===== src/verilog/icache_consts.svh =====
`ifndef ICACHE_CONSTS_SVH
`define ICACHE_CONSTS_SVH

// instruction word and Wishbone data width
`define ICACHE_WORD_BITS 32

// log2 of words per cache line, 16 words
`define ICACHE_LINE_BITS 4

// log2 of line count, 8 fully associative lines
`define ICACHE_INDEX_BITS 3

// byte address where the interrupt vector table starts
`define ICACHE_VTABLE_BASE 32'h0000_1000

`endif

===== src/verilog/icache_pkg.sv =====
`include "icache_consts.svh"

package icache_pkg;

  // one instruction or bus data word
  typedef logic [`ICACHE_WORD_BITS-1:0] word_t;

  // Wishbone word address, byte offset dropped
  typedef logic [`ICACHE_WORD_BITS-3:0] wb_addr_t;

  // upper address bits that name a line in memory
  typedef logic [`ICACHE_WORD_BITS-3-`ICACHE_LINE_BITS:0] tag_t;

  // cache line number
  typedef logic [`ICACHE_INDEX_BITS-1:0] line_idx_t;

  // word inside a line
  typedef logic [`ICACHE_LINE_BITS-1:0] word_off_t;

  // instruction RAM address, line number then word
  typedef logic [`ICACHE_INDEX_BITS+`ICACHE_LINE_BITS-1:0] ram_addr_t;

endpackage


===== src/verilog/icache_top.sv =====
`timescale 1ns/1ps

module icache_top
  import icache_pkg::*;
(
  input  logic     clk_i,
  input  logic     reset_i,
  input  logic     fetch_req_i,
  input  word_t    fetch_addr_i,
  output logic     fetch_ready_o,
  output logic     instr_valid_o,
  output word_t    instr_o,
  output logic     instr_err_o,
  input  logic     irq_i,
  input  word_t    irq_offset_i,
  output logic     irq_grant_o,
  output logic     vector_valid_o,
  output word_t    vector_pc_o,
  output logic     vector_err_o,
  output logic     bus_req_o,
  input  logic     bus_grant_i,
  output logic     cyc_o,
  output logic     stb_o,
  output wb_addr_t adr_o,
  input  word_t    dat_i,
  input  logic     ack_i,
  input  logic     err_i
);

  logic      ram_we;
  ram_addr_t ram_waddr;
  ram_addr_t ram_raddr;

  logic      refill_req;
  logic      refill_gnt;
  logic      refill_stb;
  wb_addr_t  refill_adr;
  logic      refill_ack;
  logic      refill_err;

  logic      vector_req;
  logic      vector_gnt;
  logic      vector_stb;
  wb_addr_t  vector_adr;
  logic      vector_ack;
  logic      vector_err;

  // refill data lands straight from the bus, hits read it back
  icache_data_ram icache_data_ram_i (
    .clk_i   (clk_i),
    .we_i    (ram_we),
    .waddr_i (ram_waddr),
    .wdata_i (dat_i),
    .raddr_i (ram_raddr),
    .rdata_o (instr_o)
  );

  icache_refill icache_refill_i (
    .clk_i         (clk_i),
    .reset_i       (reset_i),
    .fetch_req_i   (fetch_req_i),
    .fetch_addr_i  (fetch_addr_i),
    .fetch_ready_o (fetch_ready_o),
    .instr_valid_o (instr_valid_o),
    .instr_err_o   (instr_err_o),
    .ram_we_o      (ram_we),
    .ram_waddr_o   (ram_waddr),
    .ram_raddr_o   (ram_raddr),
    .bus_req_o     (refill_req),
    .bus_gnt_i     (refill_gnt),
    .bus_stb_o     (refill_stb),
    .bus_adr_o     (refill_adr),
    .bus_ack_i     (refill_ack),
    .bus_err_i     (refill_err)
  );

  icache_vector_fetch icache_vector_fetch_i (
    .clk_i          (clk_i),
    .reset_i        (reset_i),
    .irq_i          (irq_i),
    .irq_offset_i   (irq_offset_i),
    .irq_grant_o    (irq_grant_o),
    .vector_valid_o (vector_valid_o),
    .vector_pc_o    (vector_pc_o),
    .vector_err_o   (vector_err_o),
    .bus_req_o      (vector_req),
    .bus_gnt_i      (vector_gnt),
    .bus_stb_o      (vector_stb),
    .bus_adr_o      (vector_adr),
    .bus_ack_i      (vector_ack),
    .bus_err_i      (vector_err),
    .bus_dat_i      (dat_i)
  );

  icache_bus_arbiter icache_bus_arbiter_i (
    .clk_i        (clk_i),
    .reset_i      (reset_i),
    .refill_req_i (refill_req),
    .refill_stb_i (refill_stb),
    .refill_adr_i (refill_adr),
    .refill_gnt_o (refill_gnt),
    .refill_ack_o (refill_ack),
    .refill_err_o (refill_err),
    .vector_req_i (vector_req),
    .vector_stb_i (vector_stb),
    .vector_adr_i (vector_adr),
    .vector_gnt_o (vector_gnt),
    .vector_ack_o (vector_ack),
    .vector_err_o (vector_err),
    .bus_req_o    (bus_req_o),
    .bus_grant_i  (bus_grant_i),
    .cyc_o        (cyc_o),
    .stb_o        (stb_o),
    .adr_o        (adr_o),
    .ack_i        (ack_i),
    .err_i        (err_i)
  );

endmodule


===== src/verilog/icache_bus_arbiter.sv =====
`timescale 1ns/1ps

module icache_bus_arbiter
  import icache_pkg::*;
(
  input  logic     clk_i,
  input  logic     reset_i,
  input  logic     refill_req_i,
  input  logic     refill_stb_i,
  input  wb_addr_t refill_adr_i,
  output logic     refill_gnt_o,
  output logic     refill_ack_o,
  output logic     refill_err_o,
  input  logic     vector_req_i,
  input  logic     vector_stb_i,
  input  wb_addr_t vector_adr_i,
  output logic     vector_gnt_o,
  output logic     vector_ack_o,
  output logic     vector_err_o,
  output logic     bus_req_o,
  input  logic     bus_grant_i,
  output logic     cyc_o,
  output logic     stb_o,
  output wb_addr_t adr_o,
  input  logic     ack_i,
  input  logic     err_i
);

  logic own_refill_q;
  logic own_vector_q;

  // owner register, vector wins a tie and is never preempted
  always_ff @(posedge clk_i) begin
    if (reset_i) begin
      own_refill_q <= 1'b0;
      own_vector_q <= 1'b0;
    end else if (!own_refill_q && !own_vector_q) begin
      if (bus_grant_i && vector_req_i) begin
        own_vector_q <= 1'b1;
      end else if (bus_grant_i && refill_req_i) begin
        own_refill_q <= 1'b1;
      end
    end else if (own_refill_q && !refill_req_i) begin
      own_refill_q <= 1'b0;
    end else if (own_vector_q && !vector_req_i) begin
      own_vector_q <= 1'b0;
    end
  end

  assign bus_req_o = refill_req_i || vector_req_i;

  assign refill_gnt_o = own_refill_q;
  assign vector_gnt_o = own_vector_q;

  assign cyc_o = own_refill_q || own_vector_q;
  assign stb_o = (own_refill_q && refill_stb_i) || (own_vector_q && vector_stb_i);
  assign adr_o = own_vector_q ? vector_adr_i : refill_adr_i;

  // results go back to the owner only
  assign refill_ack_o = own_refill_q && ack_i;
  assign refill_err_o = own_refill_q && err_i;
  assign vector_ack_o = own_vector_q && ack_i;
  assign vector_err_o = own_vector_q && err_i;

  arb_one_owner_a: assert property (@(posedge clk_i) disable iff (reset_i)
    !(refill_gnt_o && vector_gnt_o));

endmodule


===== src/verilog/icache_vector_fetch.sv =====
`timescale 1ns/1ps
`include "icache_consts.svh"

module icache_vector_fetch
  import icache_pkg::*;
(
  input  logic     clk_i,
  input  logic     reset_i,
  input  logic     irq_i,
  input  word_t    irq_offset_i,
  output logic     irq_grant_o,
  output logic     vector_valid_o,
  output word_t    vector_pc_o,
  output logic     vector_err_o,
  output logic     bus_req_o,
  input  logic     bus_gnt_i,
  output logic     bus_stb_o,
  output wb_addr_t bus_adr_o,
  input  logic     bus_ack_i,
  input  logic     bus_err_i,
  input  word_t    bus_dat_i
);

  typedef enum logic [1:0] {
    VS_IDLE,
    VS_REQ,
    VS_READ,
    VS_DONE
  } state_e;

  state_e   state_q;
  logic     err_q;
  wb_addr_t adr_q;
  word_t    pc_q;
  word_t    entry_addr;

  // table entry byte address, low two bits dropped below
  assign entry_addr = `ICACHE_VTABLE_BASE + irq_offset_i;

  assign irq_grant_o = (state_q == VS_IDLE) && irq_i;

  always_ff @(posedge clk_i) begin
    if (reset_i) begin
      state_q <= VS_IDLE;
      err_q <= 1'b0;
    end else begin
      case (state_q)
        VS_IDLE: begin
          if (irq_grant_o) begin
            state_q <= VS_REQ;
          end
        end
        VS_REQ: begin
          if (bus_gnt_i) begin
            state_q <= VS_READ;
          end
        end
        VS_READ: begin
          if (bus_ack_i || bus_err_i) begin
            err_q <= bus_err_i;
            state_q <= VS_DONE;
          end
        end
        default: begin
          state_q <= VS_IDLE;
        end
      endcase
    end
  end

  always_ff @(posedge clk_i) begin
    if (irq_grant_o) begin
      adr_q <= entry_addr[`ICACHE_WORD_BITS-1:2];
    end
    if ((state_q == VS_READ) && bus_ack_i) begin
      pc_q <= bus_dat_i;
    end
  end

  assign bus_req_o = (state_q == VS_REQ) || (state_q == VS_READ);
  assign bus_stb_o = (state_q == VS_READ);
  assign bus_adr_o = adr_q;

  assign vector_valid_o = (state_q == VS_DONE);
  assign vector_err_o = vector_valid_o && err_q;
  assign vector_pc_o = pc_q;

  // a second interrupt waits until the running lookup has answered
  vector_grant_idle_a: assert property (@(posedge clk_i) disable iff (reset_i)
    irq_grant_o |=> !irq_grant_o);

endmodule


===== src/verilog/icache_refill.sv =====
`timescale 1ns/1ps
`include "icache_consts.svh"

module icache_refill
  import icache_pkg::*;
(
  input  logic      clk_i,
  input  logic      reset_i,
  input  logic      fetch_req_i,
  input  word_t     fetch_addr_i,
  output logic      fetch_ready_o,
  output logic      instr_valid_o,
  output logic      instr_err_o,
  output logic      ram_we_o,
  output ram_addr_t ram_waddr_o,
  output ram_addr_t ram_raddr_o,
  output logic      bus_req_o,
  input  logic      bus_gnt_i,
  output logic      bus_stb_o,
  output wb_addr_t  bus_adr_o,
  input  logic      bus_ack_i,
  input  logic      bus_err_i
);

  localparam int unsigned NUM_LINES = 1 << `ICACHE_INDEX_BITS;
  localparam int unsigned TAG_LSB = `ICACHE_LINE_BITS + 2;

  typedef enum logic [2:0] {
    ST_IDLE,
    ST_LOOKUP,
    ST_REQ,
    ST_READ,
    ST_RESP
  } state_e;

  state_e               state_q;
  logic                 err_q;
  word_off_t            word_cnt_q;
  line_idx_t            victim_q;
  logic [NUM_LINES-1:0] tag_valid_q;
  tag_t                 tags_q [NUM_LINES];
  tag_t                 addr_tag_q;
  word_off_t            addr_off_q;
  logic                 accept;
  logic                 misaligned;
  logic                 last_word;
  logic                 hit;
  line_idx_t            hit_idx;

  assign accept = fetch_req_i && fetch_ready_o;
  assign misaligned = |fetch_addr_i[1:0];
  assign last_word = (state_q == ST_READ) && bus_ack_i && !bus_err_i && (&word_cnt_q);

  // compare the captured tag against every line
  always_comb begin
    hit = 1'b0;
    hit_idx = '0;
    for (int i = 0; i < NUM_LINES; i++) begin
      if (tag_valid_q[i] && (tags_q[i] == addr_tag_q)) begin
        hit = 1'b1;
        hit_idx = line_idx_t'(i);
      end
    end
  end

  always_ff @(posedge clk_i) begin
    if (reset_i) begin
      state_q <= ST_IDLE;
      err_q <= 1'b0;
      word_cnt_q <= '0;
      victim_q <= '0;
      tag_valid_q <= '0;
    end else begin
      case (state_q)
        ST_IDLE, ST_RESP: begin
          if (accept) begin
            err_q <= misaligned;
            state_q <= misaligned ? ST_RESP : ST_LOOKUP;
          end else begin
            state_q <= ST_IDLE;
          end
        end
        ST_LOOKUP: begin
          if (hit) begin
            state_q <= ST_RESP;
          end else begin
            // the victim goes invalid before its words are overwritten
            tag_valid_q[victim_q] <= 1'b0;
            word_cnt_q <= '0;
            state_q <= ST_REQ;
          end
        end
        ST_REQ: begin
          if (bus_gnt_i) begin
            state_q <= ST_READ;
          end
        end
        ST_READ: begin
          if (bus_err_i) begin
            err_q <= 1'b1;
            state_q <= ST_RESP;
          end else if (bus_ack_i) begin
            word_cnt_q <= word_cnt_q + 1'b1;
            if (last_word) begin
              tag_valid_q[victim_q] <= 1'b1;
              victim_q <= victim_q + 1'b1;
              // back to the lookup, which now hits
              state_q <= ST_LOOKUP;
            end
          end
        end
        default: begin
          state_q <= ST_IDLE;
        end
      endcase
    end
  end

  always_ff @(posedge clk_i) begin
    if (accept) begin
      addr_tag_q <= fetch_addr_i[`ICACHE_WORD_BITS-1:TAG_LSB];
      addr_off_q <= fetch_addr_i[TAG_LSB-1:2];
    end
    if (last_word) begin
      tags_q[victim_q] <= addr_tag_q;
    end
  end

  assign fetch_ready_o = (state_q == ST_IDLE) || (state_q == ST_RESP);
  assign instr_valid_o = (state_q == ST_RESP);
  assign instr_err_o = instr_valid_o && err_q;

  assign ram_we_o = (state_q == ST_READ) && bus_ack_i && !bus_err_i;
  assign ram_waddr_o = {victim_q, word_cnt_q};
  assign ram_raddr_o = {hit_idx, addr_off_q};

  assign bus_req_o = (state_q == ST_REQ) || (state_q == ST_READ);
  assign bus_stb_o = (state_q == ST_READ);
  assign bus_adr_o = {addr_tag_q, word_cnt_q};

  // a waiting strobe keeps its address until the slave answers
  refill_adr_stable_a: assert property (@(posedge clk_i) disable iff (reset_i)
    bus_stb_o && !bus_ack_i && !bus_err_i |=> bus_stb_o && $stable(bus_adr_o));

  // a refill only hands back the fetch port through a bus error or the final lookup
  refill_no_ready_a: assert property (@(posedge clk_i) disable iff (reset_i)
    bus_req_o && !bus_err_i |=> !fetch_ready_o);

endmodule


===== src/verilog/icache_data_ram.sv =====
`timescale 1ns/1ps

module icache_data_ram
  import icache_pkg::*;
(
  input  logic      clk_i,
  input  logic      we_i,
  input  ram_addr_t waddr_i,
  input  word_t     wdata_i,
  input  ram_addr_t raddr_i,
  output word_t     rdata_o
);

  localparam int unsigned DEPTH = 1 << $bits(ram_addr_t);

  word_t mem_q [DEPTH];

  // refill side, one word per bus ack
  always_ff @(posedge clk_i) begin
    if (we_i) begin
      mem_q[waddr_i] <= wdata_i;
    end
  end

  // registered read, data shows up the cycle after the address
  always_ff @(posedge clk_i) begin
    rdata_o <= mem_q[raddr_i];
  end

endmodule


===== config.mk =====
export PLATFORM = sky130hd
export DESIGN_NAME = icache_top
export DESIGN_NICKNAME = d
export VERILOG_FILES = /design/src/verilog/icache_pkg.sv /design/src/verilog/icache_top.sv /design/src/verilog/icache_bus_arbiter.sv /design/src/verilog/icache_vector_fetch.sv /design/src/verilog/icache_refill.sv /design/src/verilog/icache_data_ram.sv
export VERILOG_INCLUDE_DIRS = /design/src /design/src/verilog
export SDC_FILE = /design/constraint.sdc
export NUM_CORES = 2
export LEC_CHECK = 0
export ABC_CLOCK_PERIOD_IN_PS = 14050
export BUFFER_PORTS_ARGS = -buffer_cell sky130_fd_sc_hd__buf_4
export CELL_PAD_IN_SITES_DETAIL_PLACEMENT = 0
export CELL_PAD_IN_SITES_GLOBAL_PLACEMENT = 1
export CORE_MARGIN = 3
export CORE_UTILIZATION = 57
export DETAILED_ROUTE_END_ITERATION = 16
export PLACE_DENSITY = 0.77
export SYNTH_ARGS = -nofsm -noshare
export SYNTH_HDL_FRONTEND = slang
export SYNTH_MEMORY_MAX_BITS = 65536
export SYNTH_SLANG_ARGS = --single-unit

===== constraint.sdc =====
create_clock -name clk_i -period 14.05 [get_ports clk_i]
set_input_delay 0 -clock clk_i [delete_from_list [all_inputs] [get_ports clk_i]]
set_output_delay 0 -clock clk_i [all_outputs]
set_load 0.01 [all_outputs]

After elaboration in Yosys (flattened, before gate mapping)
Memory sizes are Yosys's and may differ from the RTL's. A register that Yosys moved wholly into a read port is not among the register bits.
Cells that the tools add are included.

storage, ports and cells
  bits in registers = 116
  bits in latches = 0
  bits in writable memories = 4304
  memory bits (read-only) = 0
  input bits = 103
  output and inout port bits = 103
  memories = 2

memories
  memory                   words  bits a word  read ports  clocked after memory_dff  wr ports  line                   RTL
  icache_data_ram_i.mem_q  128    32           1           1                         1         icache_data_ram.sv:16  word_t mem_q [DEPTH];
  icache_refill_i.tags_q   8      26           8           0                         1         icache_refill.sv:41    tag_t tags_q [NUM_LINES];

cells by class
  add/sub/neg operators = 3
  multipliers = 0
  divide/modulo/power cells = 0
  $lt $le $gt $ge = 2
  eq/ne operators = 31
  shift operators = 0
  multiplexer cells = 54
  bitwise logic cells = 4
  reductions and logical operators = 58

operator list
  operator                number
  $eq 26x26->1            8
  $mux 3                  11
  $add 13x32->32 const A  1
  $mux 8                  4
  $mux 30                 1
  $logic_and 1x1->1       28
  $mux 1                  24
  $ne 2x2->1 const B      10
  $pmux 8 s2              1
  $reduce_and 3->1        5
  $mux 4                  3
  $pmux 3 s4              1
  $reduce_and 4->1        3
  $mux 2                  5
  $and 8x8->8             1
  $ne 2x1->1 const B      4
  $not 8->8               1
  $or 8x8->8              1
  $pmux 4 s2              1
  $reduce_bool 2->1       4
  $logic_or 1x1->1        7
  $eq 3x2->1 const B      2
  $ne 3x3->1 const B      2
  $pmux 2 s3              1
  other kinds (17)        23

Longest topological paths before layout
An unclocked memory read counts as a cell.

  depth in word-level cells = 13
  gate-level depth with buffers = 15

Hierarchy
A second synthesis with hierarchy kept.

unflattened totals
  cell total of the unflattened synthesis = 6865
  area total of the unflattened synthesis = 170156.9 µm²

modules (own cells, without submodules)
  module               instances  cells an instance  area an instance (µm²)  sequential area each (µm²)
  icache_data_ram      1          5990               156276.1                123638.6
  icache_refill        1          687                10796.6                 7527.2
  icache_vector_fetch  1          138                2456.1                  1921.8
  icache_bus_arbiter   1          50                 628.1                   40.0

Worst setup path after synthesis
Ideal clock, no wire load.

  path type = register to register
  start = register icache_refill_i.state_q[2]
  end = memory icache_refill_i.tags_q[4][0] (netlist bit), enable pin
  setup time = 0.485 ns
  arrival = 4.362 ns
  required time = 13.565 ns
  setup slack = 9.203 ns
  stages on the path, launching flop included = 8
  path buffers = 1
  path through = dfxtp_1 nand2b_1 nor2_1 nand2_1 nor3b_1 clkbuf_1 nand4_1 nor4b_1

between the ends
  word-level cells in the longest chain between the ends = 6

RTL lines
  what                            line                  RTL
  from (decl)                     icache_refill.sv:36   state_e state_q;
  from (signal assigned)          icache_refill.sv:78   state_q <= misaligned ? ST_RESP : ST_LOOKUP;
  $eq 3x2->1                      icache_refill.sv:52   assign last_word = (state_q == ST_READ) && bus_ack_i && !bus_err_i && (&word_cnt_q);
  $logic_and 1x1->1 (3 in a row)  icache_refill.sv:52
  $mux 1                          icache_refill.sv:124  if (last_word) begin
  $mux 1 (implied by the code)    icache_refill.sv:125  tags_q[victim_q] <= addr_tag_q;
  to (decl)                       icache_refill.sv:41

Every way passes these cells.

==> flow_summary.json <==
{
  "core_region_area_sq_mm": 0.298,
  "clk_pin_slew_ps": 60,
  "max_stage_delay_ps": 1100,
  "grt_pass1_vias": 84127,
  "final_common_cell": "edfxtp_1",
  "rows": 200,
  "postCtsSetupBuffers": 0,
  "synth_edf_count": 4396,
  "cp_max_fo": 126,
  "netlist_instances": 7547,
  "routed_wl_mm": 448,
  "dp.cells": 11551,
  "htreeDepth": 5,
  "crit_path_start_kind": "flop",
  "mostFrequentLayoutCells": "edfxtp_1 (4396), mux4_2 (1188), buf_4 (462)",
  "cap_viol_max_count": 0,
  "hold_class": "in -> reg",
  "critPathKind": "reg -> reg",
  "final_cells": 12561,
  "peakVddDrop_uv": 129,
  "setup_violations": 0,
  "drc": 0,
  "cts_buffer_depth": 4,
  "via_per_inst": 6.65,
  "die_h_um": 555,
  "ys.flop_type": "edfxtp_1",
  "endpoint_kind": "flop",
  "port_buffers": 203,
  "async_flop_share_pct": 0,
  "synth_fa_ha_area_share_pct": 0.0584,
  "cp_cell_sequence": "buf_12, buf_4, buf_4, mux4_2, mux4_2, nand2_1, nand3_1, a21oi_1, a211oi_1",
  "hold_viol": 0,
  "numCtsBuffers": 435,
  "cts_root_buffer": "clkbuf_16",
  "rsz0062_at_grt": "false",
  "cts_tree": "built",
  "io-pin-count": 206,
  "ant_nets": 0,
  "critPathSlowestCell": "a21oi_1",
  "routedWlPerCell_um": 35.7,
  "grt_pass1_wl_mm": 632,
  "syn_area_sq_mm": 0.171,
  "track_usage_pct": 29.2,
  "yosys.area_share.simple_pct": 2.29,
  "synth_mux_area_share_pct": 16.6,
  "p_per_area_mw_per_mm2": 143,
  "synth_xor_area_share_pct": 1.22,
  "grt_max_degree": 142,
  "final-max-slew-violation-count": 0,
  "dieArea_sq_mm": 0.307,
  "start_util_pct": 57.5,
  "worst_pin_slew_ps": 1330,
  "power_leakage_uw": 0.0610,
  "synth_top_family_by_area": "multiplexers",
  "cts.sinks": 4452,
  "cp_num_buf_inv": 3,
  "nNetsFinal": 8346,
  "fin_crit_ps": 5840,
  "synth_seq_cells": 4452,
  "rrSetupSlack_ps": 8210,
  "fin_crit_sh_pct": 41.5,
  "ctsResizeCount": 0,
  "fin_setup_tns_ps": 0,
  "ys.warnings.count": 0,
  "syn_nets": 7658,
  "insertion_delay_ps": 1000,
  "outcome": "finished clean",
  "max_freq_ghz": 0.171,
  "drt_iter0_drc": 12815,
  "firstDrtPassIters": 6,
  "netlist-cell-type-count": 75,
  "cp_top_family": "buffers and inverters",
  "die_w_um": 555,
  "vias": 83519,
  "total_power_uw": 27900,
  "avgSynthCellArea_sq_um": 22.7,
  "antenna_found_initial": 37,
  "synth_compound_area_share_pct": 1.01,
  "drive_above_1_share_pct": 29.5,
  "crit_arrival_ps": 6620,
  "worstPathRequired_ps": 14830,
  "fin_worst_skew_ps": 54.8,
  "syn_to_final_growth_pct": 13.9,
  "overflow": 0,
  "slew_headroom_pct": 11.1,
  "dpl.hpwl_mm": 239,
  "ys_seq_area_share_pct": 77.6,
  "finalWeightedCongestion": 0.822
}
## Yosys cell counts (13+ instances only)
master,number,share of area [%]
nand4_1,79,0.29
nand3_1,105,0.31
inv_1,13,0.028
and2_1,18,0.066
nor2_1,202,0.44
nor4_1,28,0.10
mux2i_1,103,0.60
buf_4,29,0.13
mux2_2,64,0.42
nor3_1,13,0.038
a21oi_1,43,0.13
buf_2,119,0.35
dfxtp_1,56,0.65
buf_6,17,0.11
o21ai_0,36,0.11
a211o_1,13,0.066
edfxtp_1,4396,77
mux4_2,1188,16
clkbuf_1,171,0.37
and3_1,13,0.047
a211oi_1,52,0.23
buf_1,75,0.16
xnor2_1,140,0.72
nand2_1,290,0.63
nor2b_1,18,0.066
xor2_1,85,0.43
a31oi_1,24,0.088
## layout make-up
class	instances	area, sq um
sequential	4452	133000
fill	18678	103000
multi-input combinational	2671	37400
clock buffer	526	11300
timing repair buffer	662	5610
tap	3939	4930
clock inverter	288	2890
inverter	13	51.3
antenna	10	25.0
## final timing paths
path | cells past startpoint | start | to
setup / recovery | 9 | icache_refill_i.addr_off_q[1]$_DFFE_PP_ | icache_data_ram_i.rdata_o[18]$_DFF_P_
hold / removal | 2 | dat_i[12] | icache_data_ram_i.mem_q[4][12]$_DFFE_PP_
setup reg to reg | 9 | icache_refill_i.addr_off_q[1]$_DFFE_PP_ | icache_data_ram_i.rdata_o[18]$_DFF_P_
hold reg to reg | 1 | icache_refill_i.state_q[2]$_SDFFE_PP0P_ | icache_refill_i.state_q[1]$_SDFFE_PP0P_
## cells by family after synthesis
group / Yosys count
mux: 1357
buf+inv: 424
flops: 4452
compound gates: 246
fa+ha+maj: 8
xor+xnor: 232
simple gates: 828
## report_power, final
group          total (uW)  internal [uW]  switching [uW]
registers           14700          14600            37.6
clock network       11500           6560            4980
logic                1640            670             973
## state kept, by name (all words and copies together) (netlist names), named ones only
name and cells:
icache_data_ram_i.mem_q 4096, icache_refill_i.tags_q 208, icache_data_ram_i.rdata_o 32, icache_vector_fetch_i.vector_pc_o 32, icache_vector_fetch_i.bus_adr_o 30, icache_refill_i.addr_tag_q 26
icache_refill_i.addr_off_q 4, icache_refill_i.word_cnt_q 4, icache_refill_i.state_q 3, icache_refill_i.victim_q 3, icache_vector_fetch_i.state_q 2, icache_bus_arbiter_i.refill_gnt_o 1
icache_bus_arbiter_i.vector_gnt_o 1, icache_refill_i.err_q 1, icache_vector_fetch_i.err_q 1
## worst reg2reg max path: stages, from the launching register on
cell	delay (ps)
edfxtp_1	820
buf_12	650
buf_4	900
buf_4	780
mux4_2	430
mux4_2	570
nand2_1	110
nand3_1	190
a21oi_1	1100
a211oi_1	70
## timing repair
| action | in CTS | in global routing |
|---|---|---|
| hold buffers | 186 | 0 |
| hold endpoints to repair | 1902 | 0 |
| endpoints found under the setup margin | 0 | 0 |
## per-stage QoR
stage,utilization (%),cell area [sq um],setup slack (ps),hold slack [ps]
floorplan,-,171000,9200,98.9
global placement,60.2,179000,8310,178
detailed placement,60.2,179000,8260,179
CTS,65.6,195000,8260,0.594
global route,65.6,195000,7950,42.2
finish,65.6,195000,8210,63.1
## metal layers
metal | share of wire, % | routed length (um) | global-route usage [%] | up-vias
met5 | 0.0051 | 23 | 0 | -
met4 | 3.8 | 16900 | 9.63 | 4
met3 | 11 | 47800 | 5.65 | 742
met2 | 48 | 217000 | 46.3 | 4855
met1 | 37 | 166000 | 41.7 | 44689
li1 | - | - | - | 33229
(Power assumes the default switching activity.)
